==> src/include/hart_macros.svh <==
`ifndef HART_MACROS_SVH
`define HART_MACROS_SVH

// --------------------
// datapath
// --------------------

// data and address width
`define HART_XLEN 32

// first fetch address out of reset
`define HART_RESET_PC 32'h0000_0000

// --------------------
// address map
// --------------------

// set means peripheral space, clear means internal memory
`define HART_PER_SEL_BIT 31

// test memory depth in words
`define HART_MEM_WORDS 256

`endif

==> src/design/hart_pkg.sv <==
`include "hart_macros.svh"

package hart_pkg;

	// --------------------
	// data reference
	// --------------------

	// one data reference, core to switch
	// wren high for stores, low for loads
	typedef struct packed {
		logic                  wren;
		logic [`HART_XLEN-1:0] addr;
		logic [`HART_XLEN-1:0] wdata;
	} mem_req_t;

	// --------------------
	// decode
	// --------------------

	// major opcodes, bits [6:0] of the instruction word
	typedef enum logic [6:0] {
		OP_LUI    = 7'b0110111,
		OP_IMM    = 7'b0010011,
		OP_REG    = 7'b0110011,
		OP_LOAD   = 7'b0000011,
		OP_STORE  = 7'b0100011,
		OP_BRANCH = 7'b1100011
	} opcode_e;

	// bit positions within the 4-bit exception bus
	localparam int unsigned EXC_ILLEGAL = 0;

endpackage

==> src/design/hart_core.sv <==
`include "hart_macros.svh"

module hart_core (
	input  logic                  clock_i,
	input  logic                  rst_n_i,

	// instruction fetch
	output logic                  inst_req_o,
	output logic [`HART_XLEN-1:0] inst_addr_o,
	input  logic [`HART_XLEN-1:0] inst_data_i,
	input  logic                  inst_done_i,

	// data references
	output logic                  data_req_o,
	output hart_pkg::mem_req_t    data_req_s_o,
	input  logic [`HART_XLEN-1:0] data_rdata_i,
	input  logic                  data_done_i,

	// status
	output logic [`HART_XLEN-1:0] pc_o,
	output logic [`HART_XLEN-1:0] inst_word_o,
	output logic [3:0]            exception_o
);

	typedef enum logic [2:0] {
		FETCH,
		FWAIT,
		EXEC,
		MWAIT,
		WB,
		HALT
	} state_e;

	// control state
	state_e                state_q;
	logic [`HART_XLEN-1:0] pc_q;
	logic                  inst_req_q;
	logic                  data_req_q;
	logic [3:0]            exc_q;

	// payload
	logic [`HART_XLEN-1:0] ir_q;
	logic [`HART_XLEN-1:0] wb_data_q;
	logic [`HART_XLEN-1:0] next_pc_q;
	hart_pkg::mem_req_t    data_req_s_q;

	// decode
	hart_pkg::opcode_e     opcode;
	logic [`HART_XLEN-1:0] imm_i;
	logic [`HART_XLEN-1:0] imm_s;
	logic [`HART_XLEN-1:0] imm_b;
	logic [`HART_XLEN-1:0] imm_u;
	logic [`HART_XLEN-1:0] rs1_data;
	logic [`HART_XLEN-1:0] rs2_data;
	logic [`HART_XLEN-1:0] op_b;
	logic [`HART_XLEN-1:0] sum;
	logic [`HART_XLEN-1:0] exec_result;
	logic [`HART_XLEN-1:0] next_pc;
	logic                  writes_rd;
	logic                  is_mem;
	logic                  is_store;
	logic                  illegal;
	logic                  rf_we;

	// --------------------
	// decode
	// --------------------

	assign opcode = hart_pkg::opcode_e'(ir_q[6:0]);

	// immediate formats
	assign imm_i = {{20{ir_q[31]}}, ir_q[31:20]};
	assign imm_s = {{20{ir_q[31]}}, ir_q[31:25], ir_q[11:7]};
	assign imm_b = {{19{ir_q[31]}}, ir_q[31], ir_q[7], ir_q[30:25], ir_q[11:8], 1'b0};
	assign imm_u = {ir_q[31:12], 12'b0};

	// second adder operand
	always_comb begin
		case (opcode)
			hart_pkg::OP_REG:   op_b = rs2_data;
			hart_pkg::OP_STORE: op_b = imm_s;
			default:            op_b = imm_i;
		endcase
	end

	// shared adder, alu result and effective address
	assign sum = rs1_data + op_b;

	// per-opcode controls
	always_comb begin
		writes_rd   = 1'b0;
		is_mem      = 1'b0;
		is_store    = 1'b0;
		illegal     = 1'b0;
		exec_result = sum;
		next_pc     = pc_q + 32'd4;
		case (opcode)
			hart_pkg::OP_LUI: begin
				writes_rd   = 1'b1;
				exec_result = imm_u;
			end
			hart_pkg::OP_IMM,
			hart_pkg::OP_REG: begin
				writes_rd = 1'b1;
			end
			hart_pkg::OP_LOAD: begin
				writes_rd = 1'b1;
				is_mem    = 1'b1;
			end
			hart_pkg::OP_STORE: begin
				is_mem   = 1'b1;
				is_store = 1'b1;
			end
			hart_pkg::OP_BRANCH: begin
				// beq only, taken on equal
				if (rs1_data == rs2_data) begin
					next_pc = pc_q + imm_b;
				end
			end
			default: begin
				illegal = 1'b1;
			end
		endcase
	end

	// --------------------
	// control FSM
	// --------------------

	always_ff @(posedge clock_i) begin
		if (!rst_n_i) begin
			state_q    <= FETCH;
			pc_q       <= `HART_RESET_PC;
			inst_req_q <= 1'b0;
			data_req_q <= 1'b0;
			exc_q      <= '0;
		end else begin
			// strobes last one cycle
			inst_req_q <= 1'b0;
			data_req_q <= 1'b0;
			case (state_q)
				FETCH: begin
					// first launch out of reset
					inst_req_q <= 1'b1;
					state_q    <= FWAIT;
				end
				FWAIT: begin
					if (inst_done_i) begin
						state_q <= EXEC;
					end
				end
				EXEC: begin
					if (illegal) begin
						exc_q[hart_pkg::EXC_ILLEGAL] <= 1'b1;
						state_q                      <= HALT;
					end else if (is_mem) begin
						data_req_q <= 1'b1;
						state_q    <= MWAIT;
					end else begin
						state_q <= WB;
					end
				end
				MWAIT: begin
					if (data_done_i) begin
						state_q <= WB;
					end
				end
				WB: begin
					// commit pc, next fetch strobe goes out with it
					pc_q       <= next_pc_q;
					inst_req_q <= 1'b1;
					state_q    <= FWAIT;
				end
				default: begin
					// HALT, left only by reset
					state_q <= HALT;
				end
			endcase
		end
	end

	// --------------------
	// payload capture
	// --------------------

	always_ff @(posedge clock_i) begin
		if ((state_q == FWAIT) && inst_done_i) begin
			ir_q <= inst_data_i;
		end
		if (state_q == EXEC) begin
			wb_data_q          <= exec_result;
			next_pc_q          <= next_pc;
			data_req_s_q.wren  <= is_store;
			data_req_s_q.addr  <= sum;
			data_req_s_q.wdata <= rs2_data;
		end
		// load data replaces the address result
		if ((state_q == MWAIT) && data_done_i && !data_req_s_q.wren) begin
			wb_data_q <= data_rdata_i;
		end
	end

	// register file, written in WB
	assign rf_we = (state_q == WB) && writes_rd;

	hart_regfile regfile_inst (
		.clock_i    (clock_i),
		.rst_n_i    (rst_n_i),
		.rs1_addr_i (ir_q[19:15]),
		.rs2_addr_i (ir_q[24:20]),
		.rs1_data_o (rs1_data),
		.rs2_data_o (rs2_data),
		.we_i       (rf_we),
		.rd_addr_i  (ir_q[11:7]),
		.rd_data_i  (wb_data_q)
	);

	// outputs
	assign inst_req_o   = inst_req_q;
	assign inst_addr_o  = pc_q;
	assign data_req_o   = data_req_q;
	assign data_req_s_o = data_req_s_q;
	assign pc_o         = pc_q;
	assign inst_word_o  = ir_q;
	assign exception_o  = exc_q;

endmodule

==> src/design/hart_regfile.sv <==
`include "hart_macros.svh"

module hart_regfile (
	input  logic                  clock_i,
	input  logic                  rst_n_i,

	// read ports
	input  logic [4:0]            rs1_addr_i,
	input  logic [4:0]            rs2_addr_i,
	output logic [`HART_XLEN-1:0] rs1_data_o,
	output logic [`HART_XLEN-1:0] rs2_data_o,

	// write port
	input  logic                  we_i,
	input  logic [4:0]            rd_addr_i,
	input  logic [`HART_XLEN-1:0] rd_data_i
);

	logic [`HART_XLEN-1:0] regs_q [32];

	// synchronous write, x0 never written
	always_ff @(posedge clock_i) begin
		if (!rst_n_i) begin
			for (int i = 0; i < 32; i++) begin
				regs_q[i] <= '0;
			end
		end else if (we_i && (rd_addr_i != 5'd0)) begin
			regs_q[rd_addr_i] <= rd_data_i;
		end
	end

	// combinational reads
	// x0 forced to zero here as well
	assign rs1_data_o = (rs1_addr_i == 5'd0) ? '0 : regs_q[rs1_addr_i];
	assign rs2_data_o = (rs2_addr_i == 5'd0) ? '0 : regs_q[rs2_addr_i];

endmodule

==> src/design/port_switch.sv <==
`include "hart_macros.svh"

module port_switch (
	input  logic                  clock_i,
	input  logic                  rst_n_i,

	// core side
	input  logic                  core_req_i,
	input  hart_pkg::mem_req_t    core_req_s_i,
	output logic                  core_done_o,
	output logic [`HART_XLEN-1:0] core_data_o,

	// internal memory side
	output logic                  memory_req_o,
	output logic                  memory_wren_o,
	output logic [`HART_XLEN-1:0] memory_addr_o,
	output logic [`HART_XLEN-1:0] memory_data_o,
	input  logic                  memory_done_i,
	input  logic [`HART_XLEN-1:0] memory_data_i,

	// peripheral side, no done returned
	output logic                  peripheral_req_o,
	output logic                  peripheral_wren_o,
	output logic [`HART_XLEN-1:0] peripheral_addr_o,
	output logic [`HART_XLEN-1:0] peripheral_data_o,
	input  logic [`HART_XLEN-1:0] peripheral_data_i
);

	logic sel_per;
	logic pending_per_q;
	logic per_done_q;

	// --------------------
	// request steering
	// --------------------

	// address bit picks the side
	assign sel_per = core_req_s_i.addr[`HART_PER_SEL_BIT];

	assign memory_req_o     = core_req_i && !sel_per;
	assign peripheral_req_o = core_req_i && sel_per;

	// payload fans out to both, only the strobed side acts on it
	assign memory_wren_o     = core_req_s_i.wren;
	assign memory_addr_o     = core_req_s_i.addr;
	assign memory_data_o     = core_req_s_i.wdata;
	assign peripheral_wren_o = core_req_s_i.wren;
	assign peripheral_addr_o = core_req_s_i.addr;
	assign peripheral_data_o = core_req_s_i.wdata;

	// --------------------
	// completion
	// --------------------

	// remember the side of the outstanding reference
	// peripheral done one cycle after its strobe
	always_ff @(posedge clock_i) begin
		if (!rst_n_i) begin
			pending_per_q <= 1'b0;
			per_done_q    <= 1'b0;
		end else begin
			per_done_q <= peripheral_req_o;
			if (core_req_i) begin
				pending_per_q <= sel_per;
			end
		end
	end

	// done and read data from the pending side
	assign core_done_o = pending_per_q ? per_done_q : memory_done_i;
	assign core_data_o = pending_per_q ? peripheral_data_i : memory_data_i;

endmodule

==> src/design/riscv_hart_top.sv <==
`include "hart_macros.svh"

module riscv_hart_top (
	// system
	input  logic                  clock_i,
	input  logic                  rst_n_i,
	output logic [3:0]            exception_bus_o,
	output logic [`HART_XLEN-1:0] inst_addr_o,
	output logic [`HART_XLEN-1:0] inst_word_o,

	// fetch port, read only
	output logic                  mem_req0_o,
	output logic [`HART_XLEN-1:0] mem_add0_o,
	input  logic [`HART_XLEN-1:0] mem_data0_i,
	input  logic                  mem_done0_i,

	// data port to internal memory
	output logic                  mem_req1_o,
	output logic                  mem_rw1_o,
	output logic [`HART_XLEN-1:0] mem_add1_o,
	output logic [`HART_XLEN-1:0] mem_data1_o,
	input  logic [`HART_XLEN-1:0] mem_data1_i,
	input  logic                  mem_done1_i,

	// peripheral port
	output logic                  per_req_o,
	output logic                  per_rw_o,
	output logic [`HART_XLEN-1:0] per_add_o,
	output logic [`HART_XLEN-1:0] per_data_o,
	input  logic [`HART_XLEN-1:0] per_data_i
);

	// --------------------
	// core to switch
	// --------------------

	logic                  data_req;
	hart_pkg::mem_req_t    data_req_s;
	logic                  data_done;
	logic [`HART_XLEN-1:0] data_rdata;

	// hart, fetch goes straight out on port 0
	hart_core hart_inst (
		.clock_i      (clock_i),
		.rst_n_i      (rst_n_i),
		.inst_req_o   (mem_req0_o),
		.inst_addr_o  (mem_add0_o),
		.inst_data_i  (mem_data0_i),
		.inst_done_i  (mem_done0_i),
		.data_req_o   (data_req),
		.data_req_s_o (data_req_s),
		.data_rdata_i (data_rdata),
		.data_done_i  (data_done),
		.pc_o         (inst_addr_o),
		.inst_word_o  (inst_word_o),
		.exception_o  (exception_bus_o)
	);

	// data references split by address
	port_switch peripheral_switch_inst (
		.clock_i           (clock_i),
		.rst_n_i           (rst_n_i),
		.core_req_i        (data_req),
		.core_req_s_i      (data_req_s),
		.core_done_o       (data_done),
		.core_data_o       (data_rdata),
		.memory_req_o      (mem_req1_o),
		.memory_wren_o     (mem_rw1_o),
		.memory_addr_o     (mem_add1_o),
		.memory_data_o     (mem_data1_o),
		.memory_done_i     (mem_done1_i),
		.memory_data_i     (mem_data1_i),
		.peripheral_req_o  (per_req_o),
		.peripheral_wren_o (per_rw_o),
		.peripheral_addr_o (per_add_o),
		.peripheral_data_o (per_data_o),
		.peripheral_data_i (per_data_i)
	);

endmodule

==> config.mk <==
export PLATFORM = sky130hd
export DESIGN_NAME = riscv_hart_top
export DESIGN_NICKNAME = d
export VERILOG_FILES = /design/src/design/hart_pkg.sv /design/src/design/hart_core.sv /design/src/design/hart_regfile.sv /design/src/design/port_switch.sv /design/src/design/riscv_hart_top.sv
export VERILOG_INCLUDE_DIRS = /design/src /design/src/include
export SDC_FILE = /design/constraint.sdc
export NUM_CORES = 2
export LEC_CHECK = 0
export BUFFER_PORTS_ARGS = -buffer_cell sky130_fd_sc_hd__buf_2
export CORE_UTILIZATION = 26
export CTS_CLUSTER_DIAMETER = 30
export CTS_CLUSTER_SIZE = 8
export DETAILED_ROUTE_END_ITERATION = 7
export SLEW_MARGIN = 20
export SYNTH_ARGS = -nofsm -noshare
export SYNTH_HDL_FRONTEND = slang
export SYNTH_HIERARCHICAL = 1
export SYNTH_SLANG_ARGS = --single-unit
==> constraint.sdc <==
create_clock -name clock_i -period 7.4 [get_ports clock_i]
set_clock_uncertainty 0.05 [all_clocks]
set_input_delay 0 -clock clock_i [delete_from_list [all_inputs] [get_ports clock_i]]
set_output_delay 0 -clock clock_i [all_outputs]
set_load 0.05 [all_outputs]
==> metrics.yaml <==
cts:
  cts_hold_buf: 133
  cts_buffers: 314
  clk_latency_ps: 920
  clkSlewWorstSetupHoldPaths_ps: 50
  clk_path_buf_depth: 4
  ctsHtreeMaxLevel: 5
  root_buffer: "clkbuf_16"
  cts.sinks: 1225
  cts_tree: "yes"
  postCtsSetupRepairBufs: 0
  cts-resized-gates: 0
final_layout:
  final_area_um2: 84800
  nets: 5484
  drive_above_1_share_pct: 30.3
  syn_to_final_growth_pct: 25.0
  fillerInstances: 24900
logic_synthesis:
  ys_seq_area_share_pct: 53.6
  yosysWarnings: 6
  synth_area_leader_cell: "edfxtp_1"
  yosysTopAreaCellShare_pct: 52.4
  yosysUniqueCellTypes: 82
  ys.flop_type: "edfxtp_1"
  ys_ff_latch: 1225
  synth_area_per_cell_um2: 13.9
  syn-cell-area_um2: 67900
  synth_edf_count: 1185
  synth_area_leaders: "edfxtp_1 (52%), mux4_2 (16%), and2_1 (9.3%)"
  async_flop_share_pct: 0
  synth_cells: 4883
sta:
  relSlewSlack_pct: 14.9
  grt_setup_unrepaired: "false"
  holdWs_ps: 76.4
  fin_crit_sh_pct: 81.2
  hold_viol: 0
  worst_slew_pin_slew_ps: 1270
  finalSetupTns_ps: 0
  timing.fmax_ghz: 0.166
  setup_viol: 0
  layout_setup_ws_ps: 1390
  fin_crit_ps: 6010
  slew_violations: 0
drt:
  vias: 48500
  drtAntennaViolNets: 0
  firstDrtPassIters: 8
  route.detailed.drc: 0
  viasPerCell: 5.42
  drt-initial-drc-count: 6544
  wl_mm: 263
  routedWlPerCell_um: 29.4
run_status:
  status: "complete, no violations"
critical_path:
  worst-path-max-fanout: 21
  path_cells: "buf_4, nor2b_4, buf_12, a22o_1, a211oi_1, buf_4, nor3_1, a21o_1, ha_1, a21o_1, a311oi_1, o211a_1, a21oi_1, a21o_1, a21oi_1, xnor2_1, nand2_1, a31oi_1"
  cpLargestDelayFamily: "compound AO/OA/AOI/OAI gates"
  crit_top_cell: "a21o_1"
  path_class: "reg2reg"
  critPathArrivalTime_ps: 6700
  cp.required_ps: 8090
  crit_buf_inv: 3
  slowest_stage: "nor2b_4"
  slowest_delay_ps: 830
  critPathCaptureType: "register"
  cp-start-kind: "register"
power:
  p_switching_mw: 5.79
  ir_worst_vdd_v: 0.000301
  leakage_nw: 31.4
  pwr-share-seq_pct: 34.2
  comb_power_share_pct: 9.9
  p_int_mw: 18.1
  power.total_mw: 23.8
  swShare_pct: 24.3
  power_density_nw_per_um2: 281
  power_frac_clock_pct: 55.9
global_routing:
  use_met3_pct: 6.07
  grt_pass1_wl_mm: 365
  antenna_found_initial: 26
  grt_overflow_total: 0
  grt_start_max_net_pins: 107
  track_usage_pct: 19.4
  met1_usage_pct: 23.0
  busiest_layer: "met2"
  grt_pass1_vias: 48400
  grt_util_met2_pct: 30.8
place:
  pre_cts_slack_ps: 1380
  dpl_cell_area_um2: 73000
  port_buffers: 329
  gp_congestion: 0.926
  hpwlAfterDp_mm: 167
floorplanning:
  num_io_pins: 333
  start_util_pct: 26.2
  fp.dieW_um: 513
  std_cell_rows: 187
  core-area_um2: 259000
  die_h_um: 513
  die_area_um2: 263000
flow_run:
  maxCapViolCount: 0
hold_path:
  hp-class: "in2reg"
sequential cells by signal, summed over array words and instances, names as in the netlist, 3 cells and up:
signal	cells
hart_inst/wb_data_q	32
hart_inst/state_q	3
hart_inst/inst_word_o	32
hart_inst/data_req_s_o	65
hart_inst/next_pc_q	32
hart_inst/regfile_inst/regs_q	1024
hart_inst/inst_addr_o	32
worst paths after layout:
| kind | start | to | slack (ps) | cells after the start |
|---|---|---|---|---|
| hold / removal | per_data_i[1] | hart_inst/wb_data_q[1]$_DFFE_PP_ | 80 | 5 |
| setup / recovery | hart_inst/inst_word_o[21]$_DFFE_PP_ | hart_inst/wb_data_q[22]$_DFFE_PP_ | 1390 | 18 |
| hold reg to reg | hart_inst/exception_o[0]$_SDFFE_PN0P_ | hart_inst/exception_o[0]$_SDFFE_PN0P_ | 420 | 1 |
| setup reg to reg | hart_inst/inst_word_o[21]$_DFFE_PP_ | hart_inst/wb_data_q[22]$_DFFE_PP_ | 1390 | 18 |
metrics by stage:
stage	std cells	util [%]
after floorplan	4916	-
after global placement	8255	28.1
after detailed placement	8260	28.1
after CTS	8932	32.6
after global routing	8946	32.7
final	8952	32.7
cell type report:
class	instances	area (um^2)	area share (%)
Clock inverter	186	2090	2.46
Timing Repair Buffer	690	5030	5.94
Tap cell	3402	4260	5.02
Multi-Input combinational cell	3069	28800	33.9
Antenna cell	7	17.5	0.0207
Clock buffer	353	8170	9.63
Inverter	20	75.1	0.0885
Sequential cell	1225	36400	42.9
power by group through the flow:
stage	clock (mW)	sequential, mW	combinational [mW]
2_1_floorplan	0	8.18	1.43
3_3_place_gp	0	8.26	2.19
3_5_place_dp	0	8.27	2.21
4_1_cts	13.4	8.16	2.27
5_1_grt	13.8	8.16	2.43
6_report	13.3	8.15	2.36
worst min-delay path, delay by kind of cell:
family          cells  cell delay [ps]
buf+inv             2              650
compound gates      1               70
mux                 1              130
simple gates        1               50
synth_stat cells (8+ instances only):
master	number
a2111oi_0	18
a2111oi_1	12
nor3_1	72
buf_2	51
buf_1	11
dfxtp_1	40
a211oi_1	40
o22ai_1	79
a21o_1	54
mux2_2	43
nand2b_1	15
o221ai_1	27
and3_1	14
mux4_2	470
nand4_1	23
nor2_1	123
buf_4	203
a21boi_0	35
nor2b_1	28
a22oi_1	18
xnor2_1	75
inv_1	20
nor4_1	16
xor2_1	42
o21a_1	9
o21ai_0	71
edfxtp_1	1185
ha_1	62
and2_1	1009
buf_6	20
mux2_4	30
mux2i_1	159
nand2_1	161
a31oi_1	12
a21oi_1	120
o21bai_1	8
nand3_1	37
clkbuf_1	313
a22o_1	60
per-layer routing:
layer / up-vias / routed length, um / share of wire (%)
li1: 19400 / - / -
met1: 24700 / 93700 / 36
met2: 3594 / 120000 / 46
met3: 845 / 32800 / 12
met4: 16 / 16800 / 6.4
met5: - / 109 / 0.041
cells in the final DEF (no fill, tap or decap), types with 67 or more instances in the layout:
cell / instances
xnor2_1: 75
nor2_1: 89
edfxtp_1: 1185
nor3_1: 67
nand2_1: 161
o22ai_1: 79
and2_1: 1008
a21oi_1: 120
mux4_2: 470
clkbuf_16: 320
buf_4: 194
buf_2: 329
mux2i_1: 159
dlygate4sd3_1: 133
logic make-up (layout without fill, tap and decap cells):
group	count (synthesis)	in the layout	synth area share [%]
mux	702	702	19.3
fa+ha+maj	64	64	1.20
other cells	2	42	0.0111
buf+inv	622	1249	4.95
simple gates	1543	1543	13.1
xor+xnor	117	117	1.51
flops	1225	1225	53.6
compound gates	608	608	6.27
No activity file was read; power rests on OpenSTA's default activity.
